File: src/logic/csr_cfg.svh
`ifndef CSR_CFG_SVH
`define CSR_CFG_SVH

// register numbers
`define CSR_CRMD         14'h0000
`define CSR_PRMD         14'h0001
`define CSR_ECFG         14'h0004
`define CSR_ESTAT        14'h0005
`define CSR_ERA          14'h0006
`define CSR_BADV         14'h0007
`define CSR_EENTRY       14'h000c
`define CSR_SAVE0        14'h0030
`define CSR_SAVE1        14'h0031
`define CSR_SAVE2        14'h0032
`define CSR_SAVE3        14'h0033
`define CSR_TID          14'h0040
`define CSR_TCFG         14'h0041
`define CSR_TVAL         14'h0042
`define CSR_TICLR        14'h0044

// address error causes
`define ECODE_ADE        6'h08
`define ECODE_ALE        6'h09
`define ESUBCODE_ADEF    9'h000

// field positions
`define CSR_CRMD_PLV     1:0
`define CSR_CRMD_IE      2
`define CSR_CRMD_DA      3
`define CSR_CRMD_PG      4
`define CSR_CRMD_DATF    6:5
`define CSR_CRMD_DATM    8:7
`define CSR_PRMD_PPLV    1:0
`define CSR_PRMD_PIE     2
`define CSR_ESTAT_IS     1:0
`define CSR_ECFG_LIE     12:0
`define CSR_EENTRY_VA    31:6
`define CSR_TCFG_EN      0
`define CSR_TCFG_PERIOD  1
`define CSR_TCFG_INITVAL 31:2
`define CSR_TICLR_CLR    0

// interrupt widths
`define CSR_INT_NUM      13
`define CSR_TIMER_BIT    11
`define CSR_HW_INT_NUM   8

`endif

File: src/logic/csr_pkg.sv
`default_nettype none

`include "csr_cfg.svh"

package csr_pkg;

    typedef logic [13:0] csr_num_t;
    typedef logic [31:0] csr_word_t;
    typedef logic [5:0]  ecode_t;
    typedef logic [8:0]  esubcode_t;
    typedef logic [1:0]  plv_t;
    typedef logic [`CSR_INT_NUM-1:0] int_vec_t;
    typedef logic [63:0] stable_cnt_t;

    // take new bits where mask is set, keep old ones elsewhere
    function automatic csr_word_t csr_merge(
        input csr_word_t old_value,
        input csr_word_t new_value,
        input csr_word_t mask
    );
        return (mask & new_value) | (~mask & old_value);
    endfunction

endpackage

`default_nettype wire

File: src/logic/csr_exception_regs.sv
`default_nettype none

`include "csr_cfg.svh"

module csr_exception_regs import csr_pkg::*; (
    input  wire        clk,
    input  wire        reset,
    input  wire        csr_we,
    input  csr_num_t   csr_wnum,
    input  csr_word_t  csr_wvalue,
    input  csr_word_t  csr_wmask,
    input  wire        wb_ex,
    input  wire        ertn_flush,
    input  csr_word_t  wb_pc,
    input  csr_word_t  wb_vaddr,
    input  ecode_t     wb_ecode,
    input  esubcode_t  wb_esubcode,
    output plv_t       crmd_plv,
    output logic       crmd_ie,
    output logic       crmd_da,
    output logic       crmd_pg,
    output logic [1:0] crmd_datf,
    output logic [1:0] crmd_datm,
    output plv_t       prmd_pplv,
    output logic       prmd_pie,
    output ecode_t     estat_ecode,
    output esubcode_t  estat_esubcode,
    output csr_word_t  era_pc,
    output csr_word_t  badv_vaddr,
    output logic [25:0] eentry_va,
    output csr_word_t  ex_ra,
    output csr_word_t  ex_entry
);

    csr_word_t crmd_next;
    csr_word_t prmd_next;
    csr_word_t era_next;
    csr_word_t badv_next;
    csr_word_t eentry_next;
    logic      addr_err;

    assign crmd_next = csr_merge({23'b0, crmd_datm, crmd_datf, crmd_pg, crmd_da, crmd_ie,
                                  crmd_plv}, csr_wvalue, csr_wmask);
    assign prmd_next   = csr_merge({29'b0, prmd_pie, prmd_pplv}, csr_wvalue, csr_wmask);
    assign era_next    = csr_merge(era_pc, csr_wvalue, csr_wmask);
    assign badv_next   = csr_merge(badv_vaddr, csr_wvalue, csr_wmask);
    assign eentry_next = csr_merge({eentry_va, 6'b0}, csr_wvalue, csr_wmask);

    assign addr_err = (wb_ecode == `ECODE_ADE) || (wb_ecode == `ECODE_ALE);

    // plv and ie: exception entry beats return beats software
    always_ff @(posedge clk) begin
        if (reset) begin
            crmd_plv <= '0;
            crmd_ie  <= 1'b0;
        end else if (wb_ex) begin
            crmd_plv <= '0;
            crmd_ie  <= 1'b0;
        end else if (ertn_flush) begin
            crmd_plv <= prmd_pplv;
            crmd_ie  <= prmd_pie;
        end else if (csr_we && csr_wnum == `CSR_CRMD) begin
            crmd_plv <= crmd_next[`CSR_CRMD_PLV];
            crmd_ie  <= crmd_next[`CSR_CRMD_IE];
        end
    end

    // boots in direct address mode
    always_ff @(posedge clk) begin
        if (reset) begin
            crmd_da   <= 1'b1;
            crmd_pg   <= 1'b0;
            crmd_datf <= '0;
            crmd_datm <= '0;
        end else if (csr_we && csr_wnum == `CSR_CRMD) begin
            crmd_da   <= crmd_next[`CSR_CRMD_DA];
            crmd_pg   <= crmd_next[`CSR_CRMD_PG];
            crmd_datf <= crmd_next[`CSR_CRMD_DATF];
            crmd_datm <= crmd_next[`CSR_CRMD_DATM];
        end
    end

    always_ff @(posedge clk) begin
        if (reset) begin
            prmd_pplv      <= '0;
            prmd_pie       <= 1'b0;
            era_pc         <= '0;
            estat_ecode    <= '0;
            estat_esubcode <= '0;
            badv_vaddr     <= '0;
            eentry_va      <= '0;
        end else begin
            if (wb_ex) begin
                prmd_pplv <= crmd_plv;
                prmd_pie  <= crmd_ie;
            end else if (csr_we && csr_wnum == `CSR_PRMD) begin
                prmd_pplv <= prmd_next[`CSR_PRMD_PPLV];
                prmd_pie  <= prmd_next[`CSR_PRMD_PIE];
            end

            if (wb_ex) begin
                era_pc         <= wb_pc;
                estat_ecode    <= wb_ecode;
                estat_esubcode <= wb_esubcode;
            end else if (csr_we && csr_wnum == `CSR_ERA) begin
                era_pc <= era_next;
            end

            // fetch faults report the pc itself
            if (wb_ex && addr_err) begin
                badv_vaddr <= (wb_ecode == `ECODE_ADE && wb_esubcode == `ESUBCODE_ADEF) ?
                              wb_pc : wb_vaddr;
            end else if (csr_we && csr_wnum == `CSR_BADV) begin
                badv_vaddr <= badv_next;
            end

            if (csr_we && csr_wnum == `CSR_EENTRY) begin
                eentry_va <= eentry_next[`CSR_EENTRY_VA];
            end
        end
    end

    assign ex_ra    = era_pc;
    assign ex_entry = {eentry_va, 6'b0};

    // pipeline never flushes for entry and return at once
    a_ex_ertn_exclusive: assert property (@(posedge clk) disable iff (reset)
        !(wb_ex && ertn_flush));

endmodule

`default_nettype wire

File: src/logic/csr_file.sv
`default_nettype none

`include "csr_cfg.svh"

module csr_file import csr_pkg::*; (
    input  wire        clk,
    input  wire        reset,
    input  wire        csr_we,
    input  csr_num_t   csr_wnum,
    input  csr_word_t  csr_wvalue,
    input  csr_word_t  csr_wmask,
    input  csr_num_t   csr_rnum,
    output csr_word_t  csr_rvalue,
    input  wire        wb_ex,
    input  wire        ertn_flush,
    input  csr_word_t  wb_pc,
    input  csr_word_t  wb_vaddr,
    input  ecode_t     wb_ecode,
    input  esubcode_t  wb_esubcode,
    input  wire [`CSR_HW_INT_NUM-1:0] hw_int_in,
    input  wire        ipi_int_in,
    output csr_word_t  ex_ra,
    output csr_word_t  ex_entry,
    output logic       has_int,
    output stable_cnt_t stable_cnt,
    output csr_word_t  stable_cnt_tid
);

    plv_t        crmd_plv;
    logic        crmd_ie;
    logic        crmd_da;
    logic        crmd_pg;
    logic [1:0]  crmd_datf;
    logic [1:0]  crmd_datm;
    plv_t        prmd_pplv;
    logic        prmd_pie;
    ecode_t      estat_ecode;
    esubcode_t   estat_esubcode;
    csr_word_t   era_pc;
    csr_word_t   badv_vaddr;
    logic [25:0] eentry_va;
    int_vec_t    estat_is;
    int_vec_t    ecfg_lie;
    logic        tcfg_en;
    logic        tcfg_periodic;
    logic [29:0] tcfg_initval;
    csr_word_t   timer_cnt;
    logic        timer_pending;
    csr_word_t   save0;
    csr_word_t   save1;
    csr_word_t   save2;
    csr_word_t   save3;

    csr_exception_regs u_exception (
        .clk(clk), .reset(reset),
        .csr_we(csr_we), .csr_wnum(csr_wnum), .csr_wvalue(csr_wvalue), .csr_wmask(csr_wmask),
        .wb_ex(wb_ex), .ertn_flush(ertn_flush), .wb_pc(wb_pc), .wb_vaddr(wb_vaddr),
        .wb_ecode(wb_ecode), .wb_esubcode(wb_esubcode),
        .crmd_plv(crmd_plv), .crmd_ie(crmd_ie), .crmd_da(crmd_da), .crmd_pg(crmd_pg),
        .crmd_datf(crmd_datf), .crmd_datm(crmd_datm),
        .prmd_pplv(prmd_pplv), .prmd_pie(prmd_pie),
        .estat_ecode(estat_ecode), .estat_esubcode(estat_esubcode),
        .era_pc(era_pc), .badv_vaddr(badv_vaddr), .eentry_va(eentry_va),
        .ex_ra(ex_ra), .ex_entry(ex_entry)
    );

    csr_interrupt u_interrupt (
        .clk(clk), .reset(reset),
        .csr_we(csr_we), .csr_wnum(csr_wnum), .csr_wvalue(csr_wvalue), .csr_wmask(csr_wmask),
        .hw_int_in(hw_int_in), .ipi_int_in(ipi_int_in),
        .timer_pending(timer_pending), .crmd_ie(crmd_ie),
        .estat_is(estat_is), .ecfg_lie(ecfg_lie), .has_int(has_int)
    );

    csr_timer u_timer (
        .clk(clk), .reset(reset),
        .csr_we(csr_we), .csr_wnum(csr_wnum), .csr_wvalue(csr_wvalue), .csr_wmask(csr_wmask),
        .tcfg_en(tcfg_en), .tcfg_periodic(tcfg_periodic), .tcfg_initval(tcfg_initval),
        .timer_cnt(timer_cnt), .timer_pending(timer_pending), .stable_cnt(stable_cnt)
    );

    // thread id doubles as the stable counter id
    csr_scratch_regs u_scratch (
        .clk(clk), .reset(reset),
        .csr_we(csr_we), .csr_wnum(csr_wnum), .csr_wvalue(csr_wvalue), .csr_wmask(csr_wmask),
        .save0(save0), .save1(save1), .save2(save2), .save3(save3),
        .tid(stable_cnt_tid)
    );

    csr_read_mux u_read_mux (
        .clk(clk), .reset(reset), .csr_rnum(csr_rnum),
        .crmd_plv(crmd_plv), .crmd_ie(crmd_ie), .crmd_da(crmd_da), .crmd_pg(crmd_pg),
        .crmd_datf(crmd_datf), .crmd_datm(crmd_datm),
        .prmd_pplv(prmd_pplv), .prmd_pie(prmd_pie),
        .estat_is(estat_is), .ecfg_lie(ecfg_lie),
        .estat_ecode(estat_ecode), .estat_esubcode(estat_esubcode),
        .era_pc(era_pc), .badv_vaddr(badv_vaddr), .eentry_va(eentry_va),
        .save0(save0), .save1(save1), .save2(save2), .save3(save3),
        .tid(stable_cnt_tid),
        .tcfg_en(tcfg_en), .tcfg_periodic(tcfg_periodic), .tcfg_initval(tcfg_initval),
        .timer_cnt(timer_cnt),
        .csr_rvalue(csr_rvalue)
    );

endmodule

`default_nettype wire

File: src/logic/csr_interrupt.sv
`default_nettype none

`include "csr_cfg.svh"

module csr_interrupt import csr_pkg::*; (
    input  wire        clk,
    input  wire        reset,
    input  wire        csr_we,
    input  csr_num_t   csr_wnum,
    input  csr_word_t  csr_wvalue,
    input  csr_word_t  csr_wmask,
    input  wire [`CSR_HW_INT_NUM-1:0] hw_int_in,
    input  wire        ipi_int_in,
    input  wire        timer_pending,
    input  wire        crmd_ie,
    output int_vec_t   estat_is,
    output int_vec_t   ecfg_lie,
    output logic       has_int
);

    logic [1:0]                sw_is;
    logic [`CSR_HW_INT_NUM-1:0] hw_is;
    logic                      ipi_is;
    csr_word_t                 estat_next;
    csr_word_t                 ecfg_next;

    assign estat_next = csr_merge(csr_word_t'(estat_is), csr_wvalue, csr_wmask);
    assign ecfg_next  = csr_merge(csr_word_t'(ecfg_lie), csr_wvalue, csr_wmask);

    always_ff @(posedge clk) begin
        if (reset) begin
            sw_is    <= '0;
            hw_is    <= '0;
            ipi_is   <= 1'b0;
            ecfg_lie <= '0;
        end else begin
            if (csr_we && csr_wnum == `CSR_ESTAT) begin
                sw_is <= estat_next[`CSR_ESTAT_IS];
            end
            if (csr_we && csr_wnum == `CSR_ECFG) begin
                ecfg_lie <= ecfg_next[`CSR_ECFG_LIE];
            end
            // lines sampled one cycle late
            hw_is  <= hw_int_in;
            ipi_is <= ipi_int_in;
        end
    end

    // bit 10 reserved
    assign estat_is = {ipi_is, timer_pending, 1'b0, hw_is, sw_is};

    assign has_int = (|(estat_is[`CSR_TIMER_BIT:0] & ecfg_lie[`CSR_TIMER_BIT:0])) && crmd_ie;

endmodule

`default_nettype wire

File: src/logic/csr_read_mux.sv
`default_nettype none

`include "csr_cfg.svh"

module csr_read_mux import csr_pkg::*; (
    input  wire         clk,
    input  wire         reset,
    input  csr_num_t    csr_rnum,
    input  plv_t        crmd_plv,
    input  wire         crmd_ie,
    input  wire         crmd_da,
    input  wire         crmd_pg,
    input  wire  [1:0]  crmd_datf,
    input  wire  [1:0]  crmd_datm,
    input  plv_t        prmd_pplv,
    input  wire         prmd_pie,
    input  int_vec_t    estat_is,
    input  int_vec_t    ecfg_lie,
    input  ecode_t      estat_ecode,
    input  esubcode_t   estat_esubcode,
    input  csr_word_t   era_pc,
    input  csr_word_t   badv_vaddr,
    input  wire  [25:0] eentry_va,
    input  csr_word_t   save0,
    input  csr_word_t   save1,
    input  csr_word_t   save2,
    input  csr_word_t   save3,
    input  csr_word_t   tid,
    input  wire         tcfg_en,
    input  wire         tcfg_periodic,
    input  wire  [29:0] tcfg_initval,
    input  csr_word_t   timer_cnt,
    output csr_word_t   csr_rvalue
);

    always_comb begin
        case (csr_rnum)
            `CSR_CRMD:   csr_rvalue = {23'b0, crmd_datm, crmd_datf, crmd_pg, crmd_da,
                                       crmd_ie, crmd_plv};
            `CSR_PRMD:   csr_rvalue = {29'b0, prmd_pie, prmd_pplv};
            `CSR_ECFG:   csr_rvalue = {19'b0, ecfg_lie};
            `CSR_ESTAT:  csr_rvalue = {1'b0, estat_esubcode, estat_ecode, 3'b0, estat_is};
            `CSR_ERA:    csr_rvalue = era_pc;
            `CSR_BADV:   csr_rvalue = badv_vaddr;
            `CSR_EENTRY: csr_rvalue = {eentry_va, 6'b0};
            `CSR_SAVE0:  csr_rvalue = save0;
            `CSR_SAVE1:  csr_rvalue = save1;
            `CSR_SAVE2:  csr_rvalue = save2;
            `CSR_SAVE3:  csr_rvalue = save3;
            `CSR_TID:    csr_rvalue = tid;
            `CSR_TCFG:   csr_rvalue = {tcfg_initval, tcfg_periodic, tcfg_en};
            `CSR_TVAL:   csr_rvalue = timer_cnt;
            // write-only clear
            `CSR_TICLR:  csr_rvalue = '0;
            default:     csr_rvalue = '0;
        endcase
    end

    a_rvalue_known: assert property (@(posedge clk) disable iff (reset)
        !$isunknown(csr_rvalue));

endmodule

`default_nettype wire

File: src/logic/csr_scratch_regs.sv
`default_nettype none

`include "csr_cfg.svh"

module csr_scratch_regs import csr_pkg::*; (
    input  wire       clk,
    input  wire       reset,
    input  wire       csr_we,
    input  csr_num_t  csr_wnum,
    input  csr_word_t csr_wvalue,
    input  csr_word_t csr_wmask,
    output csr_word_t save0,
    output csr_word_t save1,
    output csr_word_t save2,
    output csr_word_t save3,
    output csr_word_t tid
);

    csr_word_t save_q [4];

    // save registers sit at consecutive numbers
    always_ff @(posedge clk) begin
        for (int i = 0; i < 4; i++) begin
            if (reset) begin
                save_q[i] <= '0;
            end else if (csr_we && csr_wnum == csr_num_t'(`CSR_SAVE0 + i)) begin
                save_q[i] <= csr_merge(save_q[i], csr_wvalue, csr_wmask);
            end
        end
    end

    // single core, id zero
    always_ff @(posedge clk) begin
        if (reset) begin
            tid <= '0;
        end else if (csr_we && csr_wnum == `CSR_TID) begin
            tid <= csr_merge(tid, csr_wvalue, csr_wmask);
        end
    end

    assign save0 = save_q[0];
    assign save1 = save_q[1];
    assign save2 = save_q[2];
    assign save3 = save_q[3];

endmodule

`default_nettype wire

File: src/logic/csr_timer.sv
`default_nettype none

`include "csr_cfg.svh"

module csr_timer import csr_pkg::*; (
    input  wire         clk,
    input  wire         reset,
    input  wire         csr_we,
    input  csr_num_t    csr_wnum,
    input  csr_word_t   csr_wvalue,
    input  csr_word_t   csr_wmask,
    output logic        tcfg_en,
    output logic        tcfg_periodic,
    output logic [29:0] tcfg_initval,
    output csr_word_t   timer_cnt,
    output logic        timer_pending,
    output stable_cnt_t stable_cnt
);

    csr_word_t tcfg_next;
    logic      tcfg_wr;
    logic      ticlr_wr;

    assign tcfg_wr   = csr_we && csr_wnum == `CSR_TCFG;
    assign ticlr_wr  = csr_we && csr_wnum == `CSR_TICLR;
    assign tcfg_next = csr_merge({tcfg_initval, tcfg_periodic, tcfg_en}, csr_wvalue, csr_wmask);

    always_ff @(posedge clk) begin
        if (reset) begin
            tcfg_en       <= 1'b0;
            tcfg_periodic <= 1'b0;
            tcfg_initval  <= '0;
        end else if (tcfg_wr) begin
            tcfg_en       <= tcfg_next[`CSR_TCFG_EN];
            tcfg_periodic <= tcfg_next[`CSR_TCFG_PERIOD];
            tcfg_initval  <= tcfg_next[`CSR_TCFG_INITVAL];
        end
    end

    // all ones means idle
    always_ff @(posedge clk) begin
        if (reset) begin
            timer_cnt <= '1;
        end else if (tcfg_wr && tcfg_next[`CSR_TCFG_EN]) begin
            timer_cnt <= {tcfg_next[`CSR_TCFG_INITVAL], 2'b0};
        end else if (tcfg_en && timer_cnt != '1) begin
            if (timer_cnt == '0 && tcfg_periodic) begin
                timer_cnt <= {tcfg_initval, 2'b0};
            end else begin
                timer_cnt <= timer_cnt - 32'd1;
            end
        end
    end

    always_ff @(posedge clk) begin
        if (reset) begin
            timer_pending <= 1'b0;
        end else if (timer_cnt == '0) begin
            timer_pending <= 1'b1;
        end else if (ticlr_wr && csr_wvalue[`CSR_TICLR_CLR] && csr_wmask[`CSR_TICLR_CLR]) begin
            timer_pending <= 1'b0;
        end
    end

    always_ff @(posedge clk) begin
        if (reset) begin
            stable_cnt <= '0;
        end else begin
            stable_cnt <= stable_cnt + 64'd1;
        end
    end

    a_cnt_idle_when_off: assert property (@(posedge clk) disable iff (reset)
        !tcfg_en && !(tcfg_wr && tcfg_next[`CSR_TCFG_EN]) |=> timer_cnt == $past(timer_cnt));

endmodule

`default_nettype wire

File: config.mk
export PLATFORM = sky130hd
export DESIGN_NAME = csr_file
export DESIGN_NICKNAME = d
export VERILOG_FILES = /design/src/logic/csr_pkg.sv /design/src/logic/csr_exception_regs.sv /design/src/logic/csr_file.sv /design/src/logic/csr_interrupt.sv /design/src/logic/csr_read_mux.sv /design/src/logic/csr_scratch_regs.sv /design/src/logic/csr_timer.sv
export VERILOG_INCLUDE_DIRS = /design/src /design/src/logic
export SDC_FILE = /design/constraint.sdc
export NUM_CORES = 1
export LEC_CHECK = 0
export BUFFER_PORTS_ARGS = -buffer_cell sky130_fd_sc_hd__buf_4
export CELL_PAD_IN_SITES_DETAIL_PLACEMENT = 1
export CELL_PAD_IN_SITES_GLOBAL_PLACEMENT = 1
export CORE_UTILIZATION = 42
export DETAILED_ROUTE_END_ITERATION = 12
export GPL_TIMING_DRIVEN = 0
export HOLD_SLACK_MARGIN = 0.15
export PLACE_DENSITY = 0.81
export SYNTH_ARGS = -nofsm -noshare
export SYNTH_HDL_FRONTEND = slang
export SYNTH_SLANG_ARGS = --single-unit
File: constraint.sdc
create_clock -name clk -period 6.19 [get_ports clk]
set_input_delay 1.238 -clock clk [delete_from_list [all_inputs] [get_ports clk]]
set_output_delay 1.238 -clock clk [all_outputs]
set_load 0.005 [all_outputs]
Yosys cells after proc, flatten, opt, wreduce, memory -nomap -nowiden
Memory sizes are Yosys's and may differ from the RTL's.
Index checks and enable logic that the tools add are counted.
{ "totals": {"reg_bits": 302, "ram_bits": 128, "inputBits": 185, "out_inout_bits": 193, "word_cells": 161, "memories": 1} }
{ "op_classes": {"addsub": 2, "n_eq_ne": 29, "muxes": 37, "bitwise": 33, "reduce_logical": 35} }
{ "memory_table": {"columns": ["name", "depth", "width", "read_ports", "rd_clocked_by_memory_dff", "write_ports", "line", "rtl"], "rows": [
  ["u_scratch.save_q", 4, 32, 4, 0, 4, "csr_scratch_regs.sv:19", "csr_word_t save_q [4];"]
]} }
{ "op_table": {"columns": ["operator", "n"], "rows": [
  ["case mux 32 bit (14 select lines)", 1],
  ["two-way mux 32 bit", 12],
  ["AND 32 bit", 10],
  ["bitwise OR 32 bit", 9],
  ["equality test 14 x 3 -> 1 bit, second input constant", 8],
  ["equality test 14 x 6 -> 1 bit, second input constant", 8],
  ["equality test 14 x 7 -> 1 bit, second input constant", 6],
  ["adder 64 x 1 -> 64 bit, second input constant", 1],
  ["zero test 32 bit", 1],
  ["!= test 32 bit, second input constant", 1],
  ["inverter 32 bit", 1],
  ["subtractor 32 x 1 -> 32 bit, second input constant", 1],
  ["equality test 14 x 1 -> 1 bit, second input constant", 2],
  ["equality test 14 x 4 -> 1 bit, second input constant", 2],
  ["zero test 14 bit", 2],
  ["logical AND 1 bit", 22],
  ["two-way mux 1 bit", 20],
  ["AND 13 bit", 1],
  ["bitwise OR 13 bit", 1],
  ["AND 12 bit", 1],
  ["equality test 6 x 4 -> 1 bit, second input constant", 2],
  ["nonzero test 2 bit", 6],
  ["OR reduction 12 bit", 1],
  ["AND 9 bit", 1],
  ["10 further kinds", 16]
]} }

Logic depth before layout (Yosys ltp)
{ "logic_depth": {"depth_word": 6, "mapped_depth": 10, "ltp_nobuf": 8} }

Modules after synthesis
A second synthesis with hierarchy kept.
{ "unflattened": {"cells_unflattened": 2732, "area_unflattened_um2": 26263.9} }
{ "modules_own_cells": {"columns": ["module", "instances", "cells_per_inst", "area_per_inst_um2", "seq_area_each_um2"], "rows": [
  ["csr_scratch_regs", 1, 676, 8813.5, 4484.3],
  ["csr_timer", 1, 838, 6905.4, 2582.5],
  ["csr_exception_regs", 1, 708, 6428.7, 2342.2],
  ["csr_read_mux", 1, 389, 2866.5, 0.0],
  ["csr_interrupt", 1, 121, 1249.9, 480.5]
]} }

Worst setup path before layout
OpenSTA, ideal clock, no wires.
{ "synth_timing": {"kind": "in2reg", "start": "input port csr_wnum[9]", "end": "memory u_scratch.save_q[1][0] (netlist bit) (enable)", "setup_ns": 0.466, "arrival_ns": 4.263, "required_ns": 5.724, "setup_slack_ns": 1.461, "cell_stages": 3, "path_buffers": 0, "cell_sequence": "nor4_1 nand4_1 o21ai_0"} }
{ "synth_lines": {"columns": ["item", "line", "rtl"], "rows": [
  ["from (decl)", "csr_file.sv:9", "input csr_num_t csr_wnum,"],
  ["to (decl)", "csr_scratch_regs.sv:19", null]
]} }

Worst setup path after layout
{ "layout_timing": {"start": "input port csr_rnum[1]", "end": "output port csr_rvalue[2]"} }
{ "layout_between": {"elab_chain_len": 2, "elab_cells_between_ends": 15, "classes_between": "eq/ne: 13; mux: 1; reduce/logical: 1"} }
{ "layout_lines": {"columns": ["item", "line", "rtl"], "rows": [
  ["from (decl)", "csr_file.sv:12", "input csr_num_t csr_rnum,"],
  ["equality test 14 x 7 -> 1 bit (tied with other cells)", "csr_read_mux.sv:37", "case (csr_rnum)"],
  ["case mux 32 bit (14 select lines) *", "csr_read_mux.sv:37", null],
  ["to (decl)", "csr_file.sv:13", "output csr_word_t csr_rvalue,"]
]} }
Every way passes the cells marked *; elsewhere a longest branch is shown, timed or not.

==> summary.md <==
| Metric | Value |
|---|---|
| Outcome | finished with violations |
| Failing checks | design-rule violations, negative setup slack |
| Drt drc | 2 |
| Setup ws final | -0.0632 ns |
| Clock period minus worst slack | 6.25 ns |
| Fin crit share | 101% |
| DP HPWL | 83500 um |
| M1 GR Usage | 48.9% |
| Setup Fix Bufs, Post-CTS | 0 |
| Max-slew violation count | 0 |
| Worst hold path class | flop to flop |
| Synth Warn # | 0 |
| Vertical die dimension | 236 um |
| Drt first pass iters | 12 |
| RR Startpoint | u_timer.timer_cnt[12] |
| Area after DPL | 26900 um2 |
| CP Launch Type | input port |
| Final setup viols | 1 |
| Dominant synthesized flop cell | dfxtp_1 |
| Layout Cells excl Fill | 3775 |
| Critical-path cell list | clkbuf_1 > clkdlybuf4s15_1 > nand2b_1 > clkbuf_1 > o22ai_1 > a222oi_1 > o2111ai_1 > buf_4 |
| Setup crit end | csr_rvalue[2] |
| 1st-iter DRT viols | 2821 |
| Share of layout cells above drive strength 1 | 17.9% |
| Initial core utilization | 42.7% |
| Max Clk Rate | 0.160 GHz |
| Hold_buf cts | 0 |
| Syn-to-layout area delta | 23.4% |
| Crit path kind | input port to primary output |
| Worst r2r path cells | 8 |
| Unique masters post-synth | 70 |
| GRT Resource Usage Total | 39.2% |
| CTS tree | done |
| WP buf/inv | 4 |
| Largest net degree at the start of global routing | 19 |
| Worst path depth | 8 |
| Met2 global-route usage | 62.6% |
| Critical-path maximum fanout | 10 |
| Clock skew | 0.0116 ns |
| Cell count after synthesis | 2615 |
| H-tree Lvls | 2 |
| Worst setup EP type | primary output |
| Maximum VDD drop | 0.196 mV |
| Critical path required time | 4.95 ns |
| Worst slew pin tran | 1.44 ns |
| CP arrival | 5.02 ns |
| First-pass GRT wire length | 163000 um |
| Vias in the first global route | 24.7k |
| Critical Path Source | csr_rnum[1] |
| Yosys reg bits | 430 |
| GPL Wtd Cong | 0.975 |
| Slowest stage delay, CP | 1.09 ns |
| Cell row count | 85 |
| Clock transition at the registers of the reported paths | 0.06 ns |
| Max_slew headroom | 3.39% |
| Syn Area/Cell | 8.82 um2 |
| Design area | 28500 um2 |
| Leak | 11.1 nW |
| Post-Syn Area | 23100 um2 |
| Reg-to-reg slack, setup | 3.02 ns |
| Routed Antenna Nets | 0 |
| Initial antenna violation count | 2 |
| Clock sink total | 430 |
| DR vias | 24.2k |
| Worst skew pair latency | 0.61 ns |
| Most crowded layer after global routing | met2 |
| Die Width | 236 um |
| Inst Count DP | 3682 |
| # nets final | 3227 |
| Die area | 55900 um2 |
| Port buffer count | 358 |
| Num ports | 378 |
| EDFF count, synth | 128 |
| Worst-case clock buffer depth | 3 |
| Crit-path leading delay family | buffers and inverters |
| Detailed Route WL | 113000 um |
| CTS buffer count | 50 |
| Power Dens Cells | 231 nW/um2 |
| Met3 Resource Use GR | 9.34% |
| Crit-path most repeated cell | clkbuf_1 |
| Post-synth ARST share | 0% |
| Final Total Pwr | 6.56 mW |
| Pre-CTS setup slack | -0.0893 ns |
| MaxCap Viol Count | 0 |
| Reg2reg end | u_timer.timer_cnt[27] |
| Cts repair resizes | 5 |
| Aggregate global routing overflow | 0 |
| Vias per cell | 6.42 |
| Hold slack | 0.462 ns |
| CP max stage cell | clkdlybuf4s15_1 |
| Core Area | 54000 um2 |
| Root Buffer | clkbuf_16 |
| WL per Instance | 29.8 um |
| Final hold vios | 0 |
| Seq/Total Area, Yosys | 42.9% |
## where the power goes
part / total, mW / internal [mW] / switching [mW]
clock network: 2.91 / 1.63 / 1.28
logic: 0.644 / 0.238 / 0.406
registers: 3.01 / 2.96 / 0.0542
total: 6.56 / 4.83 / 1.74
## worst reg2reg max path: cells and delay by family, from the launching register on
family / cells / cell delay [ns]
buffers and inverters: 2 / 0.65
DFF: 1 / 0.30
and+or+nand+nor: 3 / 1.57
AOI/OAI and AO/OA: 3 / 0.56
## layout by cell type, fill, tap and decap left out, types with 52 or more instances in the layout
| cell | count |
|---|---|
| nand2_1 | 287 |
| buf_4 | 365 |
| o21ai_0 | 120 |
| nand3_1 | 88 |
| nand2b_1 | 152 |
| mux2i_1 | 192 |
| clkbuf_1 | 214 |
| nand4_1 | 69 |
| mux2_2 | 52 |
| dfxtp_1 | 302 |
| edfxtp_1 | 128 |
| nor2_1 | 241 |
| a21oi_1 | 256 |
## layer usage
| layer | share of wire, % | vias up |
|---|---|---|
| met2 | 46 | 1438 |
| li1 | - | 10300 |
| met1 | 39 | 12100 |
| met5 | 0.0089 | - |
| met3 | 10 | 360 |
| met4 | 5.4 | 2 |
## worst min-delay path by stage
stage,start,end,slack (ns),cells past startpoint
floorplan,flop,flop,0.43,2
global placement,flop,flop,0.45,2
detailed placement,flop,flop,0.45,2
CTS,flop,flop,0.46,2
global route,flop,flop,0.49,2
finish,flop,flop,0.46,2
## cells by family after synthesis
kind of cell             after synthesis  share of synthesized area (%)
other                                  1                         0.0163
multiplexers                         259                           12.3
AO/OA/AOI/OAI                        591                           15.9
flip-flops                           430                           42.9
adder cells (fa/ha/maj)                4                          0.217
XOR/XNOR                              79                           3.00
AND/OR/NAND/NOR                     1004                           21.4
buffers and inverters                247                           4.23
## final cells by class
| type | instances | area (um2) |
|---|---|---|
| Antenna cell | 1 | 2.50 |
| Buffer | 222 | 912 |
| Clock buffer | 79 | 1480 |
| Clock inverter | 13 | 65.1 |
| Fill cell | 6340 | 25600 |
| Inverter | 25 | 93.8 |
| Multi-Input combinational cell | 1943 | 12300 |
| Sequential cell | 430 | 9890 |
| Tap cell | 696 | 871 |
| Timing Repair Buffer | 366 | 2860 |
## cell usage after synthesis, types with 15 or more instances
cell | n | area share [%]
edfxtp_1 | 128 | 17
a21oi_1 | 256 | 5.6
a311oi_1 | 26 | 0.99
mux2i_1 | 192 | 8.3
dfxtp_1 | 302 | 26
nand2_1 | 287 | 4.7
xnor2_1 | 35 | 1.3
a21o_1 | 16 | 0.52
and3_1 | 23 | 0.62
nand4_1 | 69 | 1.9
a21boi_0 | 21 | 0.68
xor2_1 | 44 | 1.7
nor2_1 | 241 | 3.9
nor3_1 | 47 | 1.0
clkbuf_1 | 201 | 3.3
a221oi_1 | 27 | 1.0
a22o_1 | 16 | 0.61
mux2_2 | 52 | 2.5
mux4_2 | 15 | 1.5
a222oi_1 | 31 | 1.3
inv_1 | 24 | 0.39
nand3_1 | 88 | 1.9
nand2b_1 | 152 | 4.1
o21ai_0 | 124 | 2.7
## per-stage QoR
step | setup TNS [ns] | utilization, %
after floorplan | 0 | -
after global placement | -291.46 | 49.3
after detailed placement | -0.298 | 49.7
after CTS | 0 | 52.6
after global routing | -0.0245 | 52.7
final | -0.0632 | 52.7
(Power assumes the default switching activity.)
